## config.mk

```make
export PLATFORM = sky130hd
export DESIGN_NAME = exec_unit_flat
export DESIGN_NICKNAME = d
export VERILOG_FILES = /design/src/common/tiny_core_pkg.sv /design/src/common/instr_stream_if.sv /design/src/common/obi_if.sv /design/src/design/core/exec_unit.sv /design/src/flat_wrapper.sv
export SDC_FILE = /design/constraint.sdc
export NUM_CORES = 1
export LEC_CHECK = 0
export ABC_CLOCK_PERIOD_IN_PS = 4900
export BUFFER_PORTS_ARGS = -buffer_cell sky130_fd_sc_hd__clkbuf_2
export CAP_MARGIN = 5
export CORE_ASPECT_RATIO = 1.2
export CORE_MARGIN = 8
export CORE_UTILIZATION = 54
export DETAILED_ROUTE_END_ITERATION = 12
export GPL_TIMING_DRIVEN = 1
export MAX_ROUTING_LAYER = met4
export PLACE_DENSITY = 0.82
export SLEW_MARGIN = 20
export SYNTH_ARGS = -nofsm -noshare
export SYNTH_HDL_FRONTEND = slang
export SYNTH_SLANG_ARGS = --single-unit
export TNS_END_PERCENT = 10
```

## constraint.sdc

```tcl
create_clock -name clk_i -period 4.9 [get_ports clk_i]
set_clock_uncertainty 0.15 [all_clocks]
set_input_delay 0.49 -clock clk_i [delete_from_list [all_inputs] [get_ports clk_i]]
set_output_delay 0.49 -clock clk_i [all_outputs]
set_load 0.01 [all_outputs]
```

## src/common/tiny_core_pkg.sv

```systemverilog
// Shared sizes and encodings; all bus accesses are full 32-bit words, data space is 16-bit bytes
package tiny_core_pkg;

    // ------------------------------
    // Datapath and address widths
    // ------------------------------

    // Accumulator, instruction and bus data width
    localparam int XLEN = 32;

    // Width of the immediate/address field of an instruction
    localparam int IMM_W = 16;

    // Byte address width on both buses, same as the immediate field
    localparam int ADDR_W = IMM_W;

    // ------------------------------
    // Instruction fields
    // ------------------------------

    // Opcode sits in the top nibble
    localparam int OP_MSB = 31;
    localparam int OP_LSB = 28;

    // Opcodes; codes 8 to 15 run as NOP
    typedef enum logic [3:0] {
        OP_NOP  = 4'h0,
        OP_LDI  = 4'h1,
        OP_LD   = 4'h2,
        OP_ST   = 4'h3,
        OP_ADD  = 4'h4,
        OP_SUB  = 4'h5,
        OP_BNZ  = 4'h6,
        OP_HALT = 4'h7
    } op_e;

    // ------------------------------
    // Memory
    // ------------------------------

    // Word RAM, instructions and data share it
    localparam int RAM_WORDS = 1024;
    localparam int RAM_AW    = 10;

    // Lowest byte address bit that selects a word
    // Word index is addr[RAM_AW+WORD_LSB-1:WORD_LSB], i.e. bits 11:2
    localparam int WORD_LSB = 2;

    // Byte step between instructions
    localparam logic [ADDR_W-1:0] INSTR_STEP = 16'd4;

    // First fetch address after reset
    localparam logic [ADDR_W-1:0] RESET_PC = 16'h0000;

    // ------------------------------
    // Peripheral address map
    // ------------------------------

    // Everything at or above this is peripheral space, reads give zero
    localparam logic [ADDR_W-1:0] PERIPH_BASE = 16'hF000;

    // Writes emit the low byte as a character
    localparam logic [ADDR_W-1:0] STDOUT_ADDR = 16'hF000;

    // Writes end the program with a 32-bit code
    localparam logic [ADDR_W-1:0] EXIT_ADDR = 16'hF004;

endpackage

```

## src/common/instr_stream_if.sv

```systemverilog
// Fetch-to-execute stream; redirect is a single-cycle pulse that overrides any buffered instruction
`timescale 1ns/1ps

interface instr_stream_if;
    // Forward path, transfer when valid and ready are both high
    logic                             valid;
    logic                             ready;
    logic [tiny_core_pkg::XLEN-1:0]   instr;
    logic [tiny_core_pkg::ADDR_W-1:0] pc;

    // Backward path, taken branch target
    logic                             redir_valid;
    logic [tiny_core_pkg::ADDR_W-1:0] redir_pc;

    // Fetch side
    modport producer (
        output valid, instr, pc,
        input  ready, redir_valid, redir_pc
    );

    // Execute side
    modport consumer (
        input  valid, instr, pc,
        output ready, redir_valid, redir_pc
    );
endinterface

```

## src/common/obi_if.sv

```systemverilog
// Plain OBI-style bundles without byte enables, errors or user fields; grant may be combinational
`timescale 1ns/1ps

// ------------------------------
// Read/write data bus
// ------------------------------
interface obi_if;
    logic                             req;
    logic                             gnt;
    logic [tiny_core_pkg::ADDR_W-1:0] addr;
    logic                             we;
    logic [tiny_core_pkg::XLEN-1:0]   wdata;
    logic                             rvalid;
    logic [tiny_core_pkg::XLEN-1:0]   rdata;

    // Bus initiator, holds req/addr/wdata until gnt
    modport manager (
        output req, addr, we, wdata,
        input  gnt, rvalid, rdata
    );

    // Bus target, one rvalid per granted request
    modport subordinate (
        input  req, addr, we, wdata,
        output gnt, rvalid, rdata
    );
endinterface


```

## src/design/core/exec_unit.sv

```systemverilog
// Accumulator execute stage; one data access at a time, HALT sleeps until reset
`timescale 1ns/1ps

module exec_unit (
    input  logic             clk_i,
    input  logic             rst_i,
    instr_stream_if.consumer istream,
    obi_if.manager           dbus,
    output logic             core_sleep_o
);

    typedef enum logic [1:0] {
        ST_IDLE,
        ST_DATA_REQ,
        ST_DATA_WAIT,
        ST_HALTED
    } state_e;

    state_e state_q;

    logic [tiny_core_pkg::XLEN-1:0] acc_q;

    // Memory operation in progress
    tiny_core_pkg::op_e               mem_op_q;
    logic [tiny_core_pkg::ADDR_W-1:0] mem_addr_q;

    // ------------------------------
    // Decode
    // ------------------------------
    tiny_core_pkg::op_e              op;
    logic [tiny_core_pkg::IMM_W-1:0] imm;
    logic                            take;
    logic                            is_mem_op;
    logic                            fall_through;

    assign op  = tiny_core_pkg::op_e'(istream.instr[tiny_core_pkg::OP_MSB:tiny_core_pkg::OP_LSB]);
    assign imm = istream.instr[tiny_core_pkg::IMM_W-1:0];

    // New instructions only in IDLE
    assign istream.ready = (state_q == ST_IDLE);
    assign take          = istream.valid & istream.ready;

    assign is_mem_op = (op == tiny_core_pkg::OP_LD)  | (op == tiny_core_pkg::OP_ST) |
                       (op == tiny_core_pkg::OP_ADD) | (op == tiny_core_pkg::OP_SUB);

    // A branch to the next word needs no flush
    assign fall_through = (imm == istream.pc + tiny_core_pkg::INSTR_STEP);

    // Taken BNZ, single pulse since the instruction leaves the buffer
    assign istream.redir_valid = take & (op == tiny_core_pkg::OP_BNZ) &
                                 (acc_q != '0) & ~fall_through;
    assign istream.redir_pc    = imm;

    // ------------------------------
    // Data bus
    // ------------------------------
    assign dbus.req   = (state_q == ST_DATA_REQ);
    assign dbus.addr  = mem_addr_q;
    assign dbus.we    = (mem_op_q == tiny_core_pkg::OP_ST);
    // Accumulator is frozen until the access ends
    assign dbus.wdata = acc_q;

    assign core_sleep_o = (state_q == ST_HALTED);

    always_ff @(posedge clk_i) begin
        if (rst_i) begin
            state_q <= ST_IDLE;
            acc_q   <= '0;
        end else begin
            case (state_q)
                ST_IDLE: begin
                    if (take) begin
                        if (op == tiny_core_pkg::OP_LDI) begin
                            // Zero-extended immediate
                            acc_q <= {{(tiny_core_pkg::XLEN - tiny_core_pkg::IMM_W){1'b0}}, imm};
                        end else if (op == tiny_core_pkg::OP_HALT) begin
                            state_q <= ST_HALTED;
                        end else if (is_mem_op) begin
                            state_q <= ST_DATA_REQ;
                        end
                        // NOP, BNZ and unused codes leave the state alone
                    end
                end
                ST_DATA_REQ: begin
                    if (dbus.gnt) begin
                        state_q <= ST_DATA_WAIT;
                    end
                end
                ST_DATA_WAIT: begin
                    if (dbus.rvalid) begin
                        state_q <= ST_IDLE;
                        case (mem_op_q)
                            tiny_core_pkg::OP_LD:  acc_q <= dbus.rdata;
                            tiny_core_pkg::OP_ADD: acc_q <= acc_q + dbus.rdata;
                            tiny_core_pkg::OP_SUB: acc_q <= acc_q - dbus.rdata;
                            // ST completes with no change
                            default: acc_q <= acc_q;
                        endcase
                    end
                end
                default: begin
                    // Halted, only reset leaves
                    state_q <= ST_HALTED;
                end
            endcase
        end
    end

    // Operation and address latched at acceptance
    always_ff @(posedge clk_i) begin
        if (take && is_mem_op) begin
            mem_op_q   <= op;
            mem_addr_q <= imm;
        end
    end

endmodule

```

## src/flat_wrapper.sv

```systemverilog
// flat-port wrapper written by rule: the top's interface ports become plain ports
module exec_unit_flat 
  (clk_i, rst_i, core_sleep_o, istream_valid, istream_instr, istream_pc, istream_ready, istream_redir_valid, istream_redir_pc, dbus_req, dbus_addr, dbus_we, dbus_wdata, dbus_gnt, dbus_rvalid, dbus_rdata);
  instr_stream_if istream_i ();
  obi_if dbus_i ();
  input  logic clk_i;
  input  logic rst_i;
  output logic core_sleep_o;
  input wire logic [$bits(istream_i.valid)-1:0] istream_valid;
  input wire logic [$bits(istream_i.instr)-1:0] istream_instr;
  input wire logic [$bits(istream_i.pc)-1:0] istream_pc;
  output wire logic [$bits(istream_i.ready)-1:0] istream_ready;
  output wire logic [$bits(istream_i.redir_valid)-1:0] istream_redir_valid;
  output wire logic [$bits(istream_i.redir_pc)-1:0] istream_redir_pc;
  output wire logic [$bits(dbus_i.req)-1:0] dbus_req;
  output wire logic [$bits(dbus_i.addr)-1:0] dbus_addr;
  output wire logic [$bits(dbus_i.we)-1:0] dbus_we;
  output wire logic [$bits(dbus_i.wdata)-1:0] dbus_wdata;
  input wire logic [$bits(dbus_i.gnt)-1:0] dbus_gnt;
  input wire logic [$bits(dbus_i.rvalid)-1:0] dbus_rvalid;
  input wire logic [$bits(dbus_i.rdata)-1:0] dbus_rdata;
  assign istream_i.valid = istream_valid;
  assign istream_i.instr = istream_instr;
  assign istream_i.pc = istream_pc;
  assign istream_ready = istream_i.ready;
  assign istream_redir_valid = istream_i.redir_valid;
  assign istream_redir_pc = istream_i.redir_pc;
  assign dbus_req = dbus_i.req;
  assign dbus_addr = dbus_i.addr;
  assign dbus_we = dbus_i.we;
  assign dbus_wdata = dbus_i.wdata;
  assign dbus_i.gnt = dbus_gnt;
  assign dbus_i.rvalid = dbus_rvalid;
  assign dbus_i.rdata = dbus_rdata;
  exec_unit u_core (.clk_i(clk_i), .rst_i(rst_i), .istream(istream_i), .dbus(dbus_i), .core_sleep_o(core_sleep_o));
endmodule
```

======== Yosys cells after proc, flatten, opt, wreduce, memory -nomap -nowiden ========
Cells that the tools add are included.
storage, ports and cells
  output and inout bits ................... 69
  bits in registers ....................... 54
  word-level logic and storage cells ...... 55
  input bits .............................. 85
cells by class
  reduce and logical (&&, ||, !) cells .... 6
  equal/unequal tests ..................... 22
  bitwise gates (word level) .............. 8
  multiplexer cells ....................... 12
  add/sub/neg operators ................... 3
operator list
  kind                                                    number
  two-way mux 32 bit                                      3
  case mux 32 bit (3 select lines)                        1
  case mux 32 bit (2 select lines)                        1
  adder 32 bit                                            1
  nonzero test 32 bit                                     1
  subtractor 32 bit                                       1
  == test 4 x 3 -> 1 bit (second input constant)          6
  adder 16 x 3 -> 16 bit (second input constant)          1
  == test 16 bit                                          1
  == test 4 x 2 -> 1 bit (second input constant)          4
  two-way mux 2 bit                                       6
  AND reduction 5 bit                                     2
  inequality test 2 bit (second input constant)           4
  case mux 2 bit (3 select lines)                         1
  AND 1 bit                                               4
  == test 2 bit (second input constant)                   2
  == test 4 x 1 -> 1 bit (second input constant)          1
  inequality test 4 x 1 -> 1 bit (second input constant)  1
  inequality test 3 bit (second input constant)           1
  bitwise OR 1 bit                                        3
  == test 2 x 1 -> 1 bit (second input constant)          1
  zero test 2 bit                                         1
  inequality test 2 x 1 -> 1 bit (second input constant)  1
  nonzero test 2 bit                                      1
  other kinds (2)                                         2

======== Depth between registers and ports, before layout ========
Gate-level depths: netlist of run 1.
  depth after elaboration ................. 9
  mapped depth ............................ 17
  gate-level depth less buffers ........... 16

======== Worst setup path after synthesis of run 1 ========
Ideal clock, no wire load.
  path kind ............................... input-to-reg
  start ................................... input dbus_rdata[14]
  end ..................................... register u_core.acc_q (netlist bit u_core.dbus.wdata[29])
  buffers on the path ..................... 1
  required time ........................... 4618 ps
  stages .................................. 14
  library setup time ...................... 132 ps
  path slack .............................. 927 ps
  data arrival time ....................... 3690 ps
  path through ............................ nor4_2 -> or4b_4 -> nor2_1 -> nor2_1 -> xnor2_1 -> ha_1 -> clkbuf_1 -> a21o_1 -> a21o_1 -> a221oi_1 -> o211ai_1 -> a21oi_1 -> nor3_1 -> or3b_2
between the ends
  longest elaborated chain between the ends .. 4
  elaborated cells on any way between the ends .. 5
ends and longest elaborated chain
  what                                               RTL line                          RTL
  from (decl)                                        flat_wrapper.sv:21                input wire logic [$bits(dbus_i.rdata)-1:0] dbus_rdata;
  subtractor 32 bit or adder 32 bit (tied branches)  exec_unit.sv:95, exec_unit.sv:94
  case mux 32 bit (3 select lines) (*)               exec_unit.sv:92                   case (mem_op_q)
  two-way mux 32 bit (*)                             exec_unit.sv:90                   if (dbus.rvalid) begin
  case mux 32 bit (2 select lines) (*)               exec_unit.sv:70                   case (state_q)
  to (signal assigned)                               exec_unit.sv:93                   tiny_core_pkg::OP_LD: acc_q <= dbus.rdata;
  to (signal assigned)                               exec_unit.sv:94                   tiny_core_pkg::OP_ADD: acc_q <= acc_q + dbus.rdata;
  to (signal assigned)                               exec_unit.sv:95                   tiny_core_pkg::OP_SUB: acc_q <= acc_q - dbus.rdata;
  to (decl)                                          exec_unit.sv:21                   logic [tiny_core_pkg::XLEN-1:0] acc_q;
Mark *: on every way between the ends. The rest lies on a longest branch, timed or not. The select of a mux whose other input is x is not followed.
A chain may end at the register's enable or synchronous reset.

======== Worst setup path in the final report of run 1 ========
  start ................................... register u_core.mem_op_q[1]
  end ..................................... register u_core.acc_q (netlist bit u_core.dbus.wdata[13])
between the ends
  longest elaborated chain between the ends .. 4
  elaborated cells on any way between the ends .. 8
ends and longest elaborated chain
  what                                                              RTL line          RTL
  from (decl)                                                       exec_unit.sv:24   tiny_core_pkg::op_e mem_op_q;
  from (signal assigned)                                            exec_unit.sv:112  mem_op_q <= op;
  == test 4 x 3 -> 1 bit or == test 4 x 2 -> 1 bit (tied branches)  exec_unit.sv:92
  case mux 32 bit (3 select lines)                                  exec_unit.sv:92
  two-way mux 32 bit                                                exec_unit.sv:90
  case mux 32 bit (2 select lines)                                  exec_unit.sv:70
Parallel ways exist; a longest one is shown, timed or not. The select of a mux whose other input is x is not followed.

==> implementation parameters, run 1 <==
Parameter                              Value

Outcome
  Status ... finished, final reports clean

Cells and area
  Final net count ... 957
  Number of antenna cells inserted ... 0
  Footprint of the flip-flops and latches ... between 1000 and 1500 um2
  Non-Filler Cell Area, Final ... around 6400 um2
  Share of layout cells above drive strength 1 ... between 20 and 25%
  Filler-free cell count of the finished design ... 961
  Area added between synthesis and finish ... 15.2%
  Area used by multi-input combinational logic ... roughly 4000 um2
  Count of fill cells added during filler insertion ... ~940

Critical path
  Data arrival at the endpoint of the critical path ... around 4.6 ns
  Startpoint kind of the worst setup timing path ... flip-flop
  Most frequent cell on the critical path ... mux2i_1
  Maximum fanout along the worst path ... 13
  Slowest cell delay on critical path ... around 0.51 ns
  Worst path required time ... about 5 ns
  Cell type of the slowest stage on the worst timing path ... o31ai_1
  Worst setup EP type ... flip-flop
  Ordered list of cells on the worst path ... nor3b_2, nand2_1, mux2i_1, ha_1, nor2b_1, o31a_1, o31ai_1, a32oi_1, xor2_1, mux2i_1, a2111oi_0
  Type of the setup path with the least slack ... flip-flop to flip-flop

Synthesis
  Proportion of synthesized chip area in sequential cells ... between 20% and 30%
  Share of flip-flops with an asynchronous set or reset after synthesis ... 0%
  Syn_nets ... 849
  Main flop type after synthesis ... dfxtp_1
  Total of warnings raised by yosys ... 0
  Number of cells produced by synthesis ... between 700 and 800
  Netlist Area Pre-Place ... 5580 um2
  Count of flip-flops with a built-in enable after synthesis ... 20
  Flip-flop and latch count after synthesis ... 54
  Count of cell types in the netlist ... ~70
  Post-synthesis area per instance ... between 7 and 8 um2

STA
  Final setup TNS ... 0 ns
  Post-layout min period ... about 4.6 ns
  Final max-slew violation count ... 0
  Number of failing setup endpoints in the final timing report ... 0
  Worst slew pin tran ... 1.01 ns
  Fmax ... roughly 220 MHz
  Tightest hold margin ... between 0.2 and 0.25 ns
  Final worst setup slack ... 0.336 ns
  Unrepaired setup endpoints after global routing ... false
  Final hold violations ... 0
  Tightest slew margin relative to the limit ... between 30 and 40%
  Fin crit share ... ~93%

Clock network
  CTS sink count ... 54
  TritonCTS clock tree ... yes
  CTS-repair resized insts ... 0
  Buffers inserted by post-CTS timing repair ... 0
  Clock Tree Root ... clkbuf_16
  Max Root-Sink Buffers ... 2
  H-tree levels ... 2
  Clock network latency to the later pin of the worst-skew pair ... about 0.31 ns
  Cts bufs inserted ... 5
  Hold-fix buffers at CTS ... 0
  Clock transition at the registers of the reported paths ... ~0.080 ns

Floorplanning
  Chip Width ... between 100 and 150 um
  Top Ports ... approximately 150
  Chip Height ... 127 um
  Die area ... ~14000 um2
  # rows ... 40
  Area of the core ... about 10000 um2
  Starting Density ... 55.5%

Hold path
  Path class of the lowest-slack min-delay path ... input port to flip-flop

GRT
  Overall Global Routing Usage ... a little under 30%
  Leftover overflow at the end of global routing ... 0
  Antenna violations before repair ... 0
  Global-route wire length before repair ... approximately 31 mm
  Largest net degree at the start of global routing ... 38
  Number of global-route vias before repair ... ~6100

Job
  Maximum Capacitance Violations ... 0

Routing
  Avg Vias per Cell ... 6.43
  Routed wirelength normalized by instance count ... roughly 21 um
  Routed Wire Length ... 20.0 mm
  Length of the first detailed-routing pass in iterations ... 5
  Antenna violation net count after detailed routing ... 0
  DRC viols ... 0
  DRC marker count from the first detailed-route iteration ... 460
  Total vias in the final route ... 6181

Placed design
  Number of cells in the design after placement ... approximately 950
  Post-DP Area ... 6270 um2
  Gpl congestion ... between 1 and 1.5
  Post-DP HPWL ... approximately 16 mm
  Post-place setup slack ... ~0.4 ns
  Count of port buffers added during placement ... ~140

Power
  Worst VDD drop ... between 0.15 and 0.2 mV
  Total power per unit cell area ... about 280 nW/um2
  Leakage power ... 0.00291 uW
flip-flops by register name, indices dropped and copies added, names as in the netlist:
register and count:
u_core.dbus.wdata 32, u_core.state_q 2, u_core.dbus.addr 16, u_core.mem_op_q 4
path summary, 6_finish.rpt:
| check | start | end | slack [ns] | cells after the start |
|---|---|---|---|---|
| worst max register to register | u_core.mem_op_q[1]$_DFFE_PP_ | u_core.dbus.wdata[13]$_SDFFE_PP0P_ | 0.34 | 11 |
| worst max-delay path | u_core.mem_op_q[1]$_DFFE_PP_ | u_core.dbus.wdata[13]$_SDFFE_PP0P_ | 0.34 | 11 |
| worst min-delay path | istream_instr[31] | u_core.mem_op_q[3]$_DFFE_PP_ | 0.24 | 1 |
| worst min register to register | u_core.dbus.wdata[5]$_SDFFE_PP0P_ | u_core.dbus.wdata[5]$_SDFFE_PP0P_ | 0.35 | 2 |
synthesized netlist by cell type (all sizes together) (5+ instances only):
library cell	n	share of area (%)
o31ai	9	1.2
nor2	52	3.5
o22ai	9	1.0
nand4b	5	0.78
inv	17	1.1
mux2i	7	1.3
clkbuf	34	2.3
o311ai	5	0.78
dfxtp	34	12
xnor2	29	4.6
o41ai	6	1.1
nand3	10	0.90
xor2	39	6.1
nor3	20	1.9
ha	37	8.3
a21o	15	2.0
nand2	84	5.7
nor2b	9	1.0
a21oi	80	7.2
a211oi	12	1.6
nor4	16	2.0
o21a	10	1.3
o211ai	15	2.0
edfxtp	20	11
buf	16	2.2
nand4	12	1.3
and3	18	2.0
o21ai	29	2.6
a31oi	6	0.67
kinds of logic (layout without fill, tap and decap cells):
group / count (synthesis) / in the layout / share of synthesized area [%]
adders and majority gates: 38 / 38 / 8.66
buffers and inverters: 68 / 177 / 5.65
muxes: 7 / 7 / 1.26
xor gates and xnor gates: 68 / 68 / 10.7
and+or+nand+nor: 260 / 260 / 23.7
DFF: 54 / 54 / 23.0
AOI/OAI and AO/OA: 231 / 231 / 27.1
area by class of cell:
| class | instances | area share, % |
|---|---|---|
| clock inverters | 3 | 0.409 |
| flip-flops and latches | 54 | 19.9 |
| clock buffers | 5 | 1.95 |
| inverters | 18 | 1.05 |
| well taps | 126 | 2.45 |
| repair buffers | 151 | 12.1 |
| multi-input cells | 604 | 62.1 |
metrics by stage:
step | total power (uW) | utilization [%]
floorplan | 1120 | -
global placement | 1390 | 62.3
detailed placement | 1400 | 62.3
CTS | 1790 | 63.8
global route | 1900 | 63.9
finish | 1800 | 63.9
per-layer routing:
metal	part of all wire, %	global-route usage (%)	vias up	wire length [um]
met2	50	49.6	295	9950
met1	38	31.2	2895	7550
li1	-	-	2920	-
met4	4.9	16.1	0	980
met5	0	-	-	0
met3	7.8	4.12	71	1560
report_power, final:
part / total, uW / internal [uW] / switching (uW) / leakage (uW)
registers: 574 / 516 / 58.3 / 0.000457
logic: 835 / 309 / 527 / 0.00238
clock network: 392 / 195 / 197 / 0.0000748
total: 1800 / 1020 / 782 / 0.00291
layout by cell type (no fill, tap or decap), types with 7 or more instances in the layout:
cell type and n:
o31ai_1 9, clkbuf_2 141, o21a_1 10, a21o_1 15
nand3_1 10, a211oi_1 12, a21oi_1 80, nor2b_1 9
inv_1 17, ha_1 37, dfxtp_1 34, nand4_1 12
and3_1 18, xor2_1 39, nand2_1 84, mux2i_1 7
o21ai_0 29, edfxtp_1 20, o22ai_1 9, nor3_1 19
buf_4 9, o211ai_1 15, nor2_1 52, nor4_1 14
xnor2_1 29
worst max-delay path: cells and delay by family, from the launching register on:
family | cells | cell delay, ns
AO/OA/AOI/OAI | 4 | 1.68
XOR/XNOR | 1 | 0.23
adder cells (fa/ha/maj) | 1 | 0.28
flip-flops | 1 | 0.44
multiplexers | 2 | 0.51
AND/OR/NAND/NOR | 3 | 1.13
No activity file was read; power rests on OpenSTA's default activity.
==> run 2: changes to the inputs <==
- ABC_AREA: not set -> 1
- ABC_CLOCK_PERIOD_IN_PS: 4900 -> 5350
- CORE_UTILIZATION: 54 -> 59
- PLACE_DENSITY: 0.82 -> 0.87
- clock period: 4.9 -> 5.35 ns (I/O delays scaled with it)
==> implementation parameters, run 2 <==
Parameter                              Value

Outcome
  Status ... finished, final reports clean

STA
  Number of failing setup endpoints in the final timing report ... 0
  Final setup TNS ... 0 ns
  Post-layout min period ... 4.03 ns
  Final max-slew violation count ... 0
  Worst slew pin tran ... 1.09 ns
  Fin crit share ... between 70% and 80%
  Final hold violations ... 0
  Fmax ... between 200 and 250 MHz
  Unrepaired setup endpoints after global routing ... false
  Tightest slew margin relative to the limit ... about 28%

Clock network
  Max Root-Sink Buffers ... 2
  Cts bufs inserted ... 5
  H-tree levels ... 2
  CTS-repair resized insts ... 0
  CTS sink count ... between 50 and 60
  Buffers inserted by post-CTS timing repair ... 0
  Clock transition at the registers of the reported paths ... ~0.070 ns
  Clock network latency to the later pin of the worst-skew pair ... 0.30 ns
  TritonCTS clock tree ... yes
  Hold-fix buffers at CTS ... 0
  Clock Tree Root ... clkbuf_16

Routing
  Routed Wire Length ... approximately 20 mm
  Avg Vias per Cell ... approximately 5.4
  DRC viols ... 0
  Total vias in the final route ... 6771
  Length of the first detailed-routing pass in iterations ... 5
  Routed wirelength normalized by instance count ... roughly 16 um
  Antenna violation net count after detailed routing ... 0
  DRC marker count from the first detailed-route iteration ... between 300 and 400

Synthesis
  Proportion of synthesized chip area in sequential cells ... about a fifth
  Most frequent cell after synthesis ... nand2_1
  Syn_nets ... approximately 1100
  Number of cells produced by synthesis ... 1000
  Count of flip-flops with a built-in enable after synthesis ... 20
  Total of warnings raised by yosys ... 0
  Main flop type after synthesis ... dfxtp_1
  Commonest cells in the netlist ... nand2_1, inv_1, nor2_1
  Post-synthesis area per instance ... ~6.1 um2
  Count of cell types in the netlist ... 36
  Share of flip-flops with an asynchronous set or reset after synthesis ... 0%
  Netlist Area Pre-Place ... between 6000 and 7000 um2
  Post-synth top area share ... around 17%
  Flip-flop and latch count after synthesis ... 54
  Area contributors post-synth ... nand2_1, dfxtp_1, edfxtp_1
  Library cell occupying the most area in the post-synthesis netlist ... nand2_1

Floorplanning
  Starting Density ... 60.7%
  Die area ... ~14000 um2
  Chip Width ... about 110 um
  Chip Height ... around 130 um
  Area of the core ... 10000 um2
  # rows ... 40
  Top Ports ... roughly 150

Cells and area
  Final net count ... 1241
  Area used by multi-input combinational logic ... about 4000 um2
  Area added between synthesis and finish ... 14.2%
  Footprint of the flip-flops and latches ... approximately 1300 um2
  Number of antenna cells inserted ... 0
  Count of fill cells added during filler insertion ... between 900 and 1000
  Most common cell after layout, fill and taps aside ... nand2_1
  Flip-flop count of the largest register after layout ... 32
  Top library cells by usage in the layout, fill and taps aside ... nand2_1, inv_1, clkbuf_2, nor2_1, a21oi_1
  Share of layout cells above drive strength 1 ... 14.9%
  Non-Filler Cell Area, Final ... ~7000 um2

Placed design
  Post-DP Area ... slightly below 7000 um2
  Gpl congestion ... 0.960
  Count of port buffers added during placement ... around 140
  Post-DP HPWL ... roughly 17 mm

GRT
  Global-route wire length before repair ... roughly 32 mm
  Antenna violations before repair ... 0
  Leftover overflow at the end of global routing ... 0
  Overall Global Routing Usage ... around 30%
  Largest net degree at the start of global routing ... 40
  Number of global-route vias before repair ... around 6600

Hold path
  Path class of the lowest-slack min-delay path ... input port to flip-flop

Power
  Total power per unit cell area ... 330 nW/um2
  Post-route total power ... between 2000 and 2500 uW
  Leakage power ... approximately 0.0037 uW
  Worst VDD drop ... between 0.15 and 0.2 mV

Critical path
  Data arrival at the endpoint of the critical path ... 4.05 ns
  Worst setup EP type ... flip-flop
  Cell type of the slowest stage on the worst timing path ... edfxtp_1
  Startpoint kind of the worst setup timing path ... flip-flop
  Type of the setup path with the least slack ... flip-flop to flip-flop
  Most frequent cell on the critical path ... nand2_1
  Ordered list of cells on the worst path ... nand3_2, buf_4, inv_2, nand2_1, buf_4, inv_1, nor2_1, xor2_1, inv_1, ha_1, nand2_1, inv_1, nand2_1, nor3_1, nand2_1, nand2_1, nand2_1, nand3_1, nand3_1, nand2_1, a21oi_1
  Maximum fanout along the worst path ... 39
  Worst path required time ... approximately 5.4 ns
  Slowest cell delay on critical path ... ~0.43 ns

Job
  Maximum Capacitance Violations ... 0
==> run 2: changes by cell type in the layout (fill, tap and decap cells not counted), sizes merged, moves of 12 or more <==
| cell | change |
|---|---|
| a21o | -14 |
| a21oi | +18 |
| and3 | -18 |
| o21ai | +18 |
| inv | +138 |
| xor2 | +15 |
| xnor2 | -13 |
| a211oi | -12 |
| nor2 | +42 |
| nand3 | +50 |
| nand2 | +199 |
| o211ai | -12 |
==> run 2: worst max-delay path, delay by kind of cell, from the launching register on <==
kind                       cells  cell delay [ns]
and+or+nand+nor               12             1.50
DFF                            1             0.43
AOI/OAI and AO/OA              1             0.06
adders and majority gates      1             0.38
xor gates and xnor gates       1             0.19
buffers and inverters          6             1.17
==> run 2: layer usage <==
layer | vias to the layer above | routed length, um | track usage (%)
li1 | 3442 | - | -
met1 | 2979 | 7650 | 30.6
met2 | 284 | 9590 | 50.8
met3 | 66 | 1560 | 4.23
met4 | 0 | 1250 | 18.7
met5 | - | 0 | -
==> run 2: cell type report <==
type	instances	share of cell area, %
Timing Repair Buffer	146	10.7
Clock inverter	3	0.631
Inverter	156	8.44
Sequential cell	54	18.5
Tap cell	126	2.27
Multi-Input combinational cell	755	57.7
Clock buffer	5	1.80
==> run 2: path summary, 6_finish.rpt <==
check | from | slack [ns] | cells past startpoint | end
worst max register to register | u_core.mem_op_q[2]$_DFFE_PP_ | 1.32 | 21 | u_core.dbus.wdata[29]$_SDFFE_PP0P_
worst min-delay path | istream_instr[31] | 0.31 | 1 | u_core.mem_op_q[3]$_DFFE_PP_
worst max-delay path | u_core.mem_op_q[2]$_DFFE_PP_ | 1.32 | 21 | u_core.dbus.wdata[29]$_SDFFE_PP0P_
worst min register to register | u_core.dbus.wdata[2]$_SDFFE_PP0P_ | 0.35 | 2 | u_core.dbus.wdata[2]$_SDFFE_PP0P_
==> run 2: cells by family (layout without fill, tap and decap cells) <==
kind of cell | after synthesis | count (layout) | synth area share [%]
AO/OA/AOI/OAI | 163 | 163 | 14.6
AND/OR/NAND/NOR | 484 | 484 | 33.2
adder cells (fa/ha/maj) | 38 | 38 | 7.95
flip-flops | 54 | 54 | 21.1
buffers and inverters | 191 | 310 | 13.0
XOR/XNOR | 70 | 70 | 10.1
==> run 2: per-stage QoR <==
stage | hold WS, ns | cells | utilization (%) | setup WS (ns)
floorplan | 0.340 | 1000 | - | 2.16
global placement | 0.342 | 1237 | 67.6 | 1.31
detailed placement | 0.345 | 1237 | 67.6 | 1.27
CTS | 0.302 | 1245 | 69.3 | 1.40
global route | 0.309 | 1245 | 69.3 | 1.03
finish | 0.306 | 1245 | 69.3 | 1.32
==> run 2: report_power, final <==
group / total, uW / switching [uW] / internal [uW] / leakage, uW
clock network: 387 / 164 / 222 / 0.0000842
logic: 1310 / 872 / 441 / 0.00320
registers: 592 / 81.0 / 511 / 0.000461
total: 2290 / 1120 / 1170 / 0.00374
